## src/video_pkg.sv

```systemverilog
// video pixel back end types
package video_pkg;

	// render mode, as carried in the pixel controls
	typedef enum logic [1:0] {
		rm_zx = 2'd0,
		rm_hc = 2'd1,
		rm_xc = 2'd2,
		rm_tx = 2'd3
	} render_mode_t;

	// zx view with the bitmap in the low half and attributes in the high half
	typedef struct packed {
		logic [15:0] attr;
		logic [15:0] gfx;
	} zx_word_t;

	// one video memory word seen as zx halves or as four bytes
	typedef union packed {
		zx_word_t        zx;
		logic [3:0][7:0] bytes;
	} video_word_u;

	// per-pixel controls from the raster logic
	typedef struct packed {
		// inside the active area
		logic         hvpix;
		// graphics off so only the border shows
		logic         nogfx;
		// flash phase for zx attributes
		logic         flash;
		// two 4-bit pixels per plex byte
		logic         hires;
		// hi-res nibble latch strobe
		logic         c1;
		// pixel position within the word
		logic [3:0]   psel;
		render_mode_t mode;
	} pix_ctl_t;

	// decode to execute
	typedef struct packed {
		pix_ctl_t    ctl;
		logic [3:0]  border;
		video_word_u word;
	} stage_t;

	// execute to result
	typedef struct packed {
		pix_ctl_t   ctl;
		logic [3:0] border;
		// pixel for the selected mode before the border mux
		logic [7:0] pixel;
	} pix_out_t;

endpackage

```

## src/video_fetch.sv

```systemverilog
// video decode stage
`timescale 1ns/1ns

module video_fetch (
	input  logic               clk,
	input  logic               rst_n,
	input  video_pkg::pix_ctl_t ctl_in,
	input  logic [3:0]         border_in,
	input  logic [31:0]        data,
	input  logic               data_load,
	output video_pkg::stage_t  stage
);

	import video_pkg::*;

	// held pixel controls and border colour
	pix_ctl_t    ctl_q;
	logic [3:0]  border_q;

	// held video word, shared by several pixels
	video_word_u word_q;
	video_word_u word_d;

	// controls follow the raster every clock
	always_ff @(posedge clk) begin
		if (!rst_n) begin
			ctl_q    <= '0;
			border_q <= '0;
		end else begin
			ctl_q    <= ctl_in;
			border_q <= border_in;
		end
	end

	// new word only on the load strobe
	always_comb begin
		if (data_load) begin
			word_d = data;
		end else begin
			word_d = word_q;
		end
	end

	always_ff @(posedge clk) begin
		if (!rst_n) begin
			word_q <= '0;
		end else begin
			word_q <= word_d;
		end
	end

	// registered stage towards the renderer
	always_comb begin
		stage.ctl    = ctl_q;
		stage.border = border_q;
		stage.word   = word_q;
	end

endmodule

```

## src/video_render.sv

```systemverilog
// video execute stage
`timescale 1ns/1ns

module video_render #(
	parameter logic [3:0] zx_pal_page = 4'hF,
	parameter logic [3:0] hc_pal_page = 4'hE
) (
	input  video_pkg::stage_t   stage,
	output video_pkg::pix_out_t pix
);

	import video_pkg::*;

	video_word_u w;
	logic [3:0]  p;

	// zx and text share the dot and attribute lookup
	logic        zx_dot;
	logic [7:0]  zx_attr;
	logic        zx_ink;
	logic [7:0]  zx_pix;
	logic [7:0]  tx_pix;

	// 16-colour nibbles in display order
	logic [3:0]  hc_nib [8];
	logic [7:0]  hc_pix;

	logic [7:0]  xc_pix;
	logic [7:0]  mode_pix;

	assign w = stage.word;
	assign p = stage.ctl.psel;

	// bitmap bit 7 is the leftmost dot of each byte
	assign zx_dot = w.zx.gfx[{p[3], ~p[2:0]}];

	// one attribute byte per bitmap byte
	always_comb begin
		if (p[3]) begin
			zx_attr = w.zx.attr[15:8];
		end else begin
			zx_attr = w.zx.attr[7:0];
		end
	end

	// attr bit 7 swaps ink and paper in the flash phase
	assign zx_ink = zx_dot ^ (stage.ctl.flash & zx_attr[7]);

	always_comb begin
		if (zx_ink) begin
			zx_pix = {zx_pal_page, zx_attr[6], zx_attr[2:0]};
		end else begin
			zx_pix = {zx_pal_page, zx_attr[6], zx_attr[5:3]};
		end
	end

	// text attribute is a foreground and background nibble pair
	always_comb begin
		if (zx_dot) begin
			tx_pix = {zx_pal_page, zx_attr[3:0]};
		end else begin
			tx_pix = {zx_pal_page, zx_attr[7:4]};
		end
	end

	// high nibble first within each byte
	always_comb begin
		for (int i = 0; i < 4; i++) begin
			hc_nib[2*i]     = w.bytes[i][7:4];
			hc_nib[2*i + 1] = w.bytes[i][3:0];
		end
	end

	assign hc_pix = {hc_pal_page, hc_nib[p[2:0]]};

	// in 256-colour mode the byte is the palette index
	assign xc_pix = w.bytes[p[1:0]];

	always_comb begin
		case (stage.ctl.mode)
			rm_zx:   mode_pix = zx_pix;
			rm_hc:   mode_pix = hc_pix;
			rm_xc:   mode_pix = xc_pix;
			rm_tx:   mode_pix = tx_pix;
			default: mode_pix = zx_pix;
		endcase
	end

	// controls and border ride along with the pixel
	always_comb begin
		pix.ctl    = stage.ctl;
		pix.border = stage.border;
		pix.pixel  = mode_pix;
	end

endmodule

```

## src/video_plex.sv

```systemverilog
// video result stage
`timescale 1ns/1ns

module video_plex #(
	parameter logic [3:0] border_page = 4'hF
) (
	input  logic                clk,
	input  logic                rst_n,
	input  video_pkg::pix_out_t pix,
	output logic [7:0]          vplex_out
);

	// picture or border for this pixel
	logic       show_pix;
	logic [7:0] border_pix;
	logic [7:0] vplex;

	// first pixel of a hi-res pair
	logic [3:0] held_nib;
	logic [7:0] vplex_d;

	assign show_pix   = pix.ctl.hvpix & ~pix.ctl.nogfx;
	assign border_pix = {border_page, pix.border};

	always_comb begin
		if (show_pix) begin
			vplex = pix.pixel;
		end else begin
			vplex = border_pix;
		end
	end

	// hi-res packs two 4-bit pixels with the older one in the high nibble
	always_comb begin
		if (pix.ctl.hires) begin
			vplex_d = {held_nib, vplex[3:0]};
		end else begin
			vplex_d = vplex;
		end
	end

	// latch on c1 while the output at this edge still sees the old value
	always_ff @(posedge clk) begin
		if (!rst_n) begin
			held_nib <= '0;
		end else if (pix.ctl.c1) begin
			held_nib <= vplex[3:0];
		end
	end

	always_ff @(posedge clk) begin
		if (!rst_n) begin
			vplex_out <= '0;
		end else begin
			vplex_out <= vplex_d;
		end
	end

endmodule

```

## src/video_top.sv

```systemverilog
// video pixel back end top level
`timescale 1ns/1ns

module video_top #(
	// palette pages for the upper nibble of each pixel kind
	parameter logic [3:0] zx_pal_page = 4'hF,
	parameter logic [3:0] hc_pal_page = 4'hE,
	parameter logic [3:0] border_page = 4'hF
) (
	input  logic                clk,
	input  logic                rst_n,
	input  video_pkg::pix_ctl_t ctl_in,
	input  logic [3:0]          border_in,
	input  logic [31:0]         data,
	input  logic                data_load,
	output logic [7:0]          vplex_out
);

	import video_pkg::*;

	// decode to execute
	stage_t   stage;

	// execute to result
	pix_out_t pix;

	video_fetch fetch_i (
		.clk       (clk),
		.rst_n     (rst_n),
		.ctl_in    (ctl_in),
		.border_in (border_in),
		.data      (data),
		.data_load (data_load),
		.stage     (stage)
	);

	video_render #(
		.zx_pal_page (zx_pal_page),
		.hc_pal_page (hc_pal_page)
	) render_i (
		.stage (stage),
		.pix   (pix)
	);

	video_plex #(
		.border_page (border_page)
	) plex_i (
		.clk       (clk),
		.rst_n     (rst_n),
		.pix       (pix),
		.vplex_out (vplex_out)
	);

endmodule

```

## config.mk

```make
export PLATFORM = sky130hd
export DESIGN_NAME = video_top
export DESIGN_NICKNAME = d
export VERILOG_FILES = /design/src/video_pkg.sv /design/src/video_fetch.sv /design/src/video_render.sv /design/src/video_plex.sv /design/src/video_top.sv
export SDC_FILE = /design/constraint.sdc
export NUM_CORES = 1
export LEC_CHECK = 0
export ABC_AREA = 0
export BUFFER_PORTS_ARGS = -buffer_cell sky130_fd_sc_hd__buf_4
export CAP_MARGIN = 15
export CORE_ASPECT_RATIO = 1.1
export CORE_MARGIN = 4
export CORE_UTILIZATION = 55
export CTS_BUF_LIST = sky130_fd_sc_hd__clkbuf_16
export CTS_CLUSTER_DIAMETER = 30
export CTS_CLUSTER_SIZE = 20
export DETAILED_ROUTE_END_ITERATION = 10
export HOLD_SLACK_MARGIN = 0.02
export PLACE_DENSITY = 0.8
export SKIP_CTS_REPAIR_TIMING = 1
export SYNTH_ARGS = -nofsm -noshare
export SYNTH_HDL_FRONTEND = slang
export SYNTH_SLANG_ARGS = --single-unit
```

## constraint.sdc

```tcl
create_clock -name clk -period 4.5 [get_ports clk]
set_input_delay 0 -clock clk [delete_from_list [all_inputs] [get_ports clk]]
set_output_delay 0 -clock clk [all_outputs]
set_load 0.005 [all_outputs]
```

Word level (Yosys, flattened, before mapping)
Cells that the tools add are included.

storage, ports and cells
  bits in registers = 59
  bits of input ports = 50
  output and inout bits = 8

operators by class
  order comparisons = 3
  eq/ne operators = 3
  muxes and demuxes = 13
  bitwise logic cells = 6
  reduce and logical (&&, ||, !) cells = 1

operator list
  kind                count
  $mux 8              4
  $pmux 8 s4          1
  $bmux 8 s2          1
  $bmux 4 s3          1
  $mux 4              3
  $lt 4x5->1 const B  1
  $bmux 1 s4          1
  $eq 2x2->1 const B  2
  $ge 4x4->1 const B  1
  $not 3->4           1
  $lt 2x3->1 const B  1
  $mux 3              1
  $not 3->3           1
  $and 1x1->1         2
  $eq 2x1->1 const B  1
  $logic_not 2->1     1
  $mux 1              1
  $not 1->1           1
  $xor 1x1->1         1

Longest topological paths before layout
  word-level depth = 8
  gate-level depth with buffers = 8
  mapped depth without buffers = 6

By module
From an unflattened synthesis, not the netlist that was laid out.

unflattened totals
  cells, all modules = 303
  area, all modules = 3,337.0 µm²

modules (own cells, without submodules)
  module        instances  cells an instance  area each (µm²)
  video_fetch   1          135                1,650.3
  video_render  1          129                1,246.2
  video_plex    1          39                 440.4

Worst setup path after synthesis
Ideal clock, no wire load.

  path type = register -> register
  start = register fetch_i.ctl_q, in the netlist fetch_i.stage[39]
  end = register plex_i.held_nib[1]
  arrival = 2.198 ns
  required time = 4.409 ns
  slack = 2.211 ns
  stages on the path, launching flop included = 7
  path buffers = 0
  period minus slack after synthesis = 2.289 ns
  path through = dfxtp_1 > mux4_1 > mux2i_2 > mux2_2 > a31oi_1 > a311oi_1 > a311oi_1

on the way
  cells in the longest elaborated chain, start to end = 7
  elaborated cells on any way between the ends = 14
  those cells by class = mux: 11; bitwise: 3

RTL lines
  item                          RTL line            source
  start, declared               video_fetch.sv:17   pix_ctl_t ctl_q;
  start signal, assigned        video_fetch.sv:30   ctl_q <= ctl_in;
  $not 3->3                     video_render.sv:35  assign zx_dot = w.zx.gfx[{p[3], ~p[2:0]}];
  $bmux 1 s4                    video_render.sv:35
  $mux 1 (implied by the code)  video_render.sv:35
  $xor 1x1->1                   video_render.sv:47  assign zx_ink = zx_dot ^ (stage.ctl.flash & zx_attr[7]);
  $mux 3                        video_render.sv:50  if (zx_ink) begin
  $pmux 8 s4 *                  video_render.sv:80  case (stage.ctl.mode)
  $mux 8 *                      video_plex.sv:26    if (show_pix) begin
  end signal, assigned          video_plex.sv:47    held_nib <= vplex[3:0];
  end, declared                 video_plex.sv:19    logic [3:0] held_nib;

Every way passes the cells marked *; elsewhere a longest branch is shown, timed or not. The select of a mux whose other input is x is not followed.
A chain may end at the register's enable or synchronous reset.

Worst setup path in the final report
  start = register fetch_i.ctl_q, in the netlist fetch_i.stage[38]
  end = register plex_i.held_nib[1]

The elaborated chain is that of the path after synthesis.

==> run_results.csv <==
group,metric,value,unit
setup_path,worst_r2r_startpoint,"fetch_i.stage[38]",
cells_and_area,insertedDiodeCount,0,
yosys,ys_ff_latch,59,
route,final_wl,8181,um
pwr,switching_share,0.2228,
yosys,syn-cell-area,2958,sq um
pwr,power_frac_clock,0.485,
route,first_iter_violations,209,
outcome,run_status,"complete, no violations",
timing,max_slew.worst_pin.slew,0.8833,ns
pwr,switchingPower,0.0003493,W
floorplan,floorplan.initialDensity,0.5798,
cells_and_area,finalCoreUtilization,0.8263,
grt,grt_pass1_vias,2303,
route,vias,2608,
setup_path,path_class,"reg -> reg",
pwr,worst_ir_drop_vdd,0.2585,mV
setup_path,crit_required,4.72,ns
setup_path,cpMaxStageDelayCell,"dfxtp_1",
yosys,post_synth_inst_count,284,
setup_path,crit_family,"compound AO/OA/AOI/OAI gates",
placement,io_buffer_count,57,
grt,overall_overflow_remaining_after_global_route,0,
cells_and_area,drive_above_1_share,0.2312,
cts,clock_insertion_delay_worst_skew,0.32,ns
cts,clock_tree_from_tritoncts,"done",
floorplan,design.portCount,58,
yosys,yosys.cell_types.count,35,
cts,cts_buffers,9,
grt,grtUsageTotal,0.2290,
timing,rsz0062_at_grt,"no",
route,route.detailed.vias_per_inst,5.707,
setup_path,cpPeakStageDelay,0.89,ns
setup_path,startpoint_type,"flop",
pwr,power.share.combinational,0.134,
job,cap_viol_max_count,0,
timing,finalCritPeriodShare,0.5862,
timing,drv_slew,0,
setup_path,critical_path_peak_fanout,18,
timing,final-setup-viol-count,0,
grt,wire_length_of_the_first_global_routing_pass,11600,um
timing,max_clock_freq,379.1,MHz
route,post_drt_wl_per_cell,17.90,um
floorplan,placeableCoreArea,5101,sq um
placement,gp_congestion,0.9461,
cts,ctsRootBufferMaster,"clkbuf_16",
cells_and_area,num-fill-cells,290,
yosys,yosys_warnings,0,
cts,clk_pin_slew,0.05,ns
yosys,post_synth.cell_area_avg,10.41,sq um
placement,dp.final_hpwl,5021,um
worst_hold_path,hp-class,"in -> reg",
timing,finalHoldViolCount,0,
route,route.detailed.drc,0,
setup_path,cp-end-kind,"flop",
timing,period_minus_slack,2.638,ns
cells_and_area,nets_final,430,
route,drt_pre_antenna_iters,5,
pwr,leakagePower,1.819,nW
cells_and_area,area.growth.synth_to_final,42.51,%
cts,cts.path.max_buffers,2,
timing,clock-skew-final,0.004374,ns
grt,grt_start_max_net_pins,39,
worst_hold_path,hold_path.startpoint,"rst_n",
floorplan,die-area,6617,sq um
pwr,power.density_cell_area,371.9,nW/um^2
timing,finalSetupTns,0,ns
pwr,p_int,0.001218,W
grt,antenna_found_initial,0,
route,route.antenna.remaining_nets,0,
timing,timing.max_slew.rel_slack,0.4103,
floorplan,fp-row-count,27,
setup_path,critical_path.cell_chain,"mux4_2 -> a32o_1 -> a211oi_1 -> o21ai_1 -> a311oi_1",
floorplan,die_y,84.92,um
floorplan,chipWidth,77.92,um
pwr,p_seq_frac,0.381,
cts,htree_num_levels,3,
setup_path,cp_num_buf_inv,0,
setup_path,crit_arrival,2.86,ns
yosys,syn-num-nets,334,
setup_path,critical_path.startpoint,"fetch_i.stage[38]",
yosys,synth-seq-area-share,0.3993,
cts,cts_sinks,59,
sequential cells by signal, summed over array words and instances (netlist names):
register / count
fetch_i.word_q: 32
fetch_i.stage: 11
plex_i.vplex_out: 8
fetch_i.border_q: 4
plex_i.held_nib: 4
synth_stat cells (all sizes together):
library cell | n | area [sq um]
dfxtp | 59 | 1181
mux2i | 49 | 494.2
nor2 | 38 | 142.6
mux4 | 19 | 450.4
and2 | 16 | 100.1
o21ai | 15 | 75.07
nand2 | 14 | 52.55
clkbuf | 11 | 41.29
buf | 10 | 56.30
a31oi | 7 | 43.79
inv | 7 | 26.28
nand2b | 7 | 43.79
a211oi | 6 | 45.04
a21oi | 4 | 20.02
a22oi | 3 | 22.52
a311oi | 3 | 26.28
mux2 | 3 | 37.53
nor2b | 2 | 12.51
a21o | 1 | 7.510
a221oi | 1 | 8.760
a32o | 1 | 10.01
a32oi | 1 | 8.760
a41oi | 1 | 8.760
and3 | 1 | 6.260
nor3 | 1 | 5.000
o211ai | 1 | 7.510
o22a | 1 | 8.760
o22ai | 1 | 6.260
o311ai | 1 | 8.760
final cells by class:
cell class	instances	area (sq um)	area share
clock inverter	7	106.4	0.02523
clock buffer	9	225.2	0.05343
tap	72	90.09	0.02137
multi-input combinational	197	1653	0.3921
inverter	7	26.28	0.006233
sequential	59	1181	0.2802
timing repair buffer	106	933.4	0.2214
cells by family (layout without fill, tap and decap cells):
group | after synthesis | count (layout) | synth area share
AOI/OAI and AO/OA | 47 | 47 | 0.1041
DFF | 59 | 59 | 0.3993
buffers and inverters | 28 | 129 | 0.04188
muxes | 71 | 71 | 0.3321
and+or+nand+nor | 79 | 79 | 0.1227
layout by cell type (no fill, tap or decap), types with 2 or more instances in the layout:
cell	count
nand2b_1	7
dlygate4sd3_1	47
mux4_1	6
and2_1	16
dfxtp_1	59
nand2_1	14
a311oi_1	3
mux2i_1	48
buf_4	58
nor2_1	38
bufinv_16	3
o21ai_0	13
mux4_2	13
clkbuf_16	9
clkinv_1	3
a211oi_1	6
mux2_2	2
o21ai_1	2
inv_1	7
a31oi_1	7
a22oi_1	3
a21oi_1	4
nor2b_1	2
through the flow:
| stage | instance area (sq um) | hold slack (ns) | cells | power [W] | setup slack, ns |
|---|---|---|---|---|---|
| CTS | 3717 | -0.1258 | 409 | 0.001534 | 1.830 |
| finish | 4215 | 0.02390 | 457 | 0.001568 | 1.862 |
| global route | 4215 | 0.03726 | 457 | 0.001619 | 1.639 |
| detailed placement | 3386 | 0.2109 | 393 | 0.0007733 | 1.850 |
| floorplan | 2958 | 0.1273 | 284 | 0.0007073 | 2.211 |
| global placement | 3386 | 0.2107 | 393 | 0.0007693 | 1.954 |
path summary, 6_finish.rpt:
| kind | to | cells past startpoint | slack, ns |
|---|---|---|---|
| max | plex_i.held_nib[1] | 5 | 1.86 |
| min | plex_i.vplex_out[7] | 3 | 0.02 |
| max reg2reg | plex_i.held_nib[1] | 5 | 1.86 |
| min reg2reg | plex_i.vplex_out[3] | 2 | 0.49 |
worst min-delay path, stage by stage:
cell,delay (ns)
buf_4,0.17
o21ai_0,0.08
a21oi_1,0.04
power by group through the flow:
stage                     sequential (W)  clock (W)  combinational (W)
after global placement          0.000603          0           0.000166
after floorplan                 0.000582          0           0.000125
final                           0.000597   0.000760           0.000211
after detailed placement        0.000604          0           0.000169
after CTS                       0.000595   0.000767           0.000172
after global routing            0.000600   0.000793           0.000227
layer usage:
layer	wire length (um)	track usage	up-vias
li1	-	-	1235
met1	3174	0.2716	1240
met2	4315	0.3840	119
met3	538	0.05839	14
met4	152	0.1161	0
met5	0	0	-
Power figures use the tool's default switching activity.
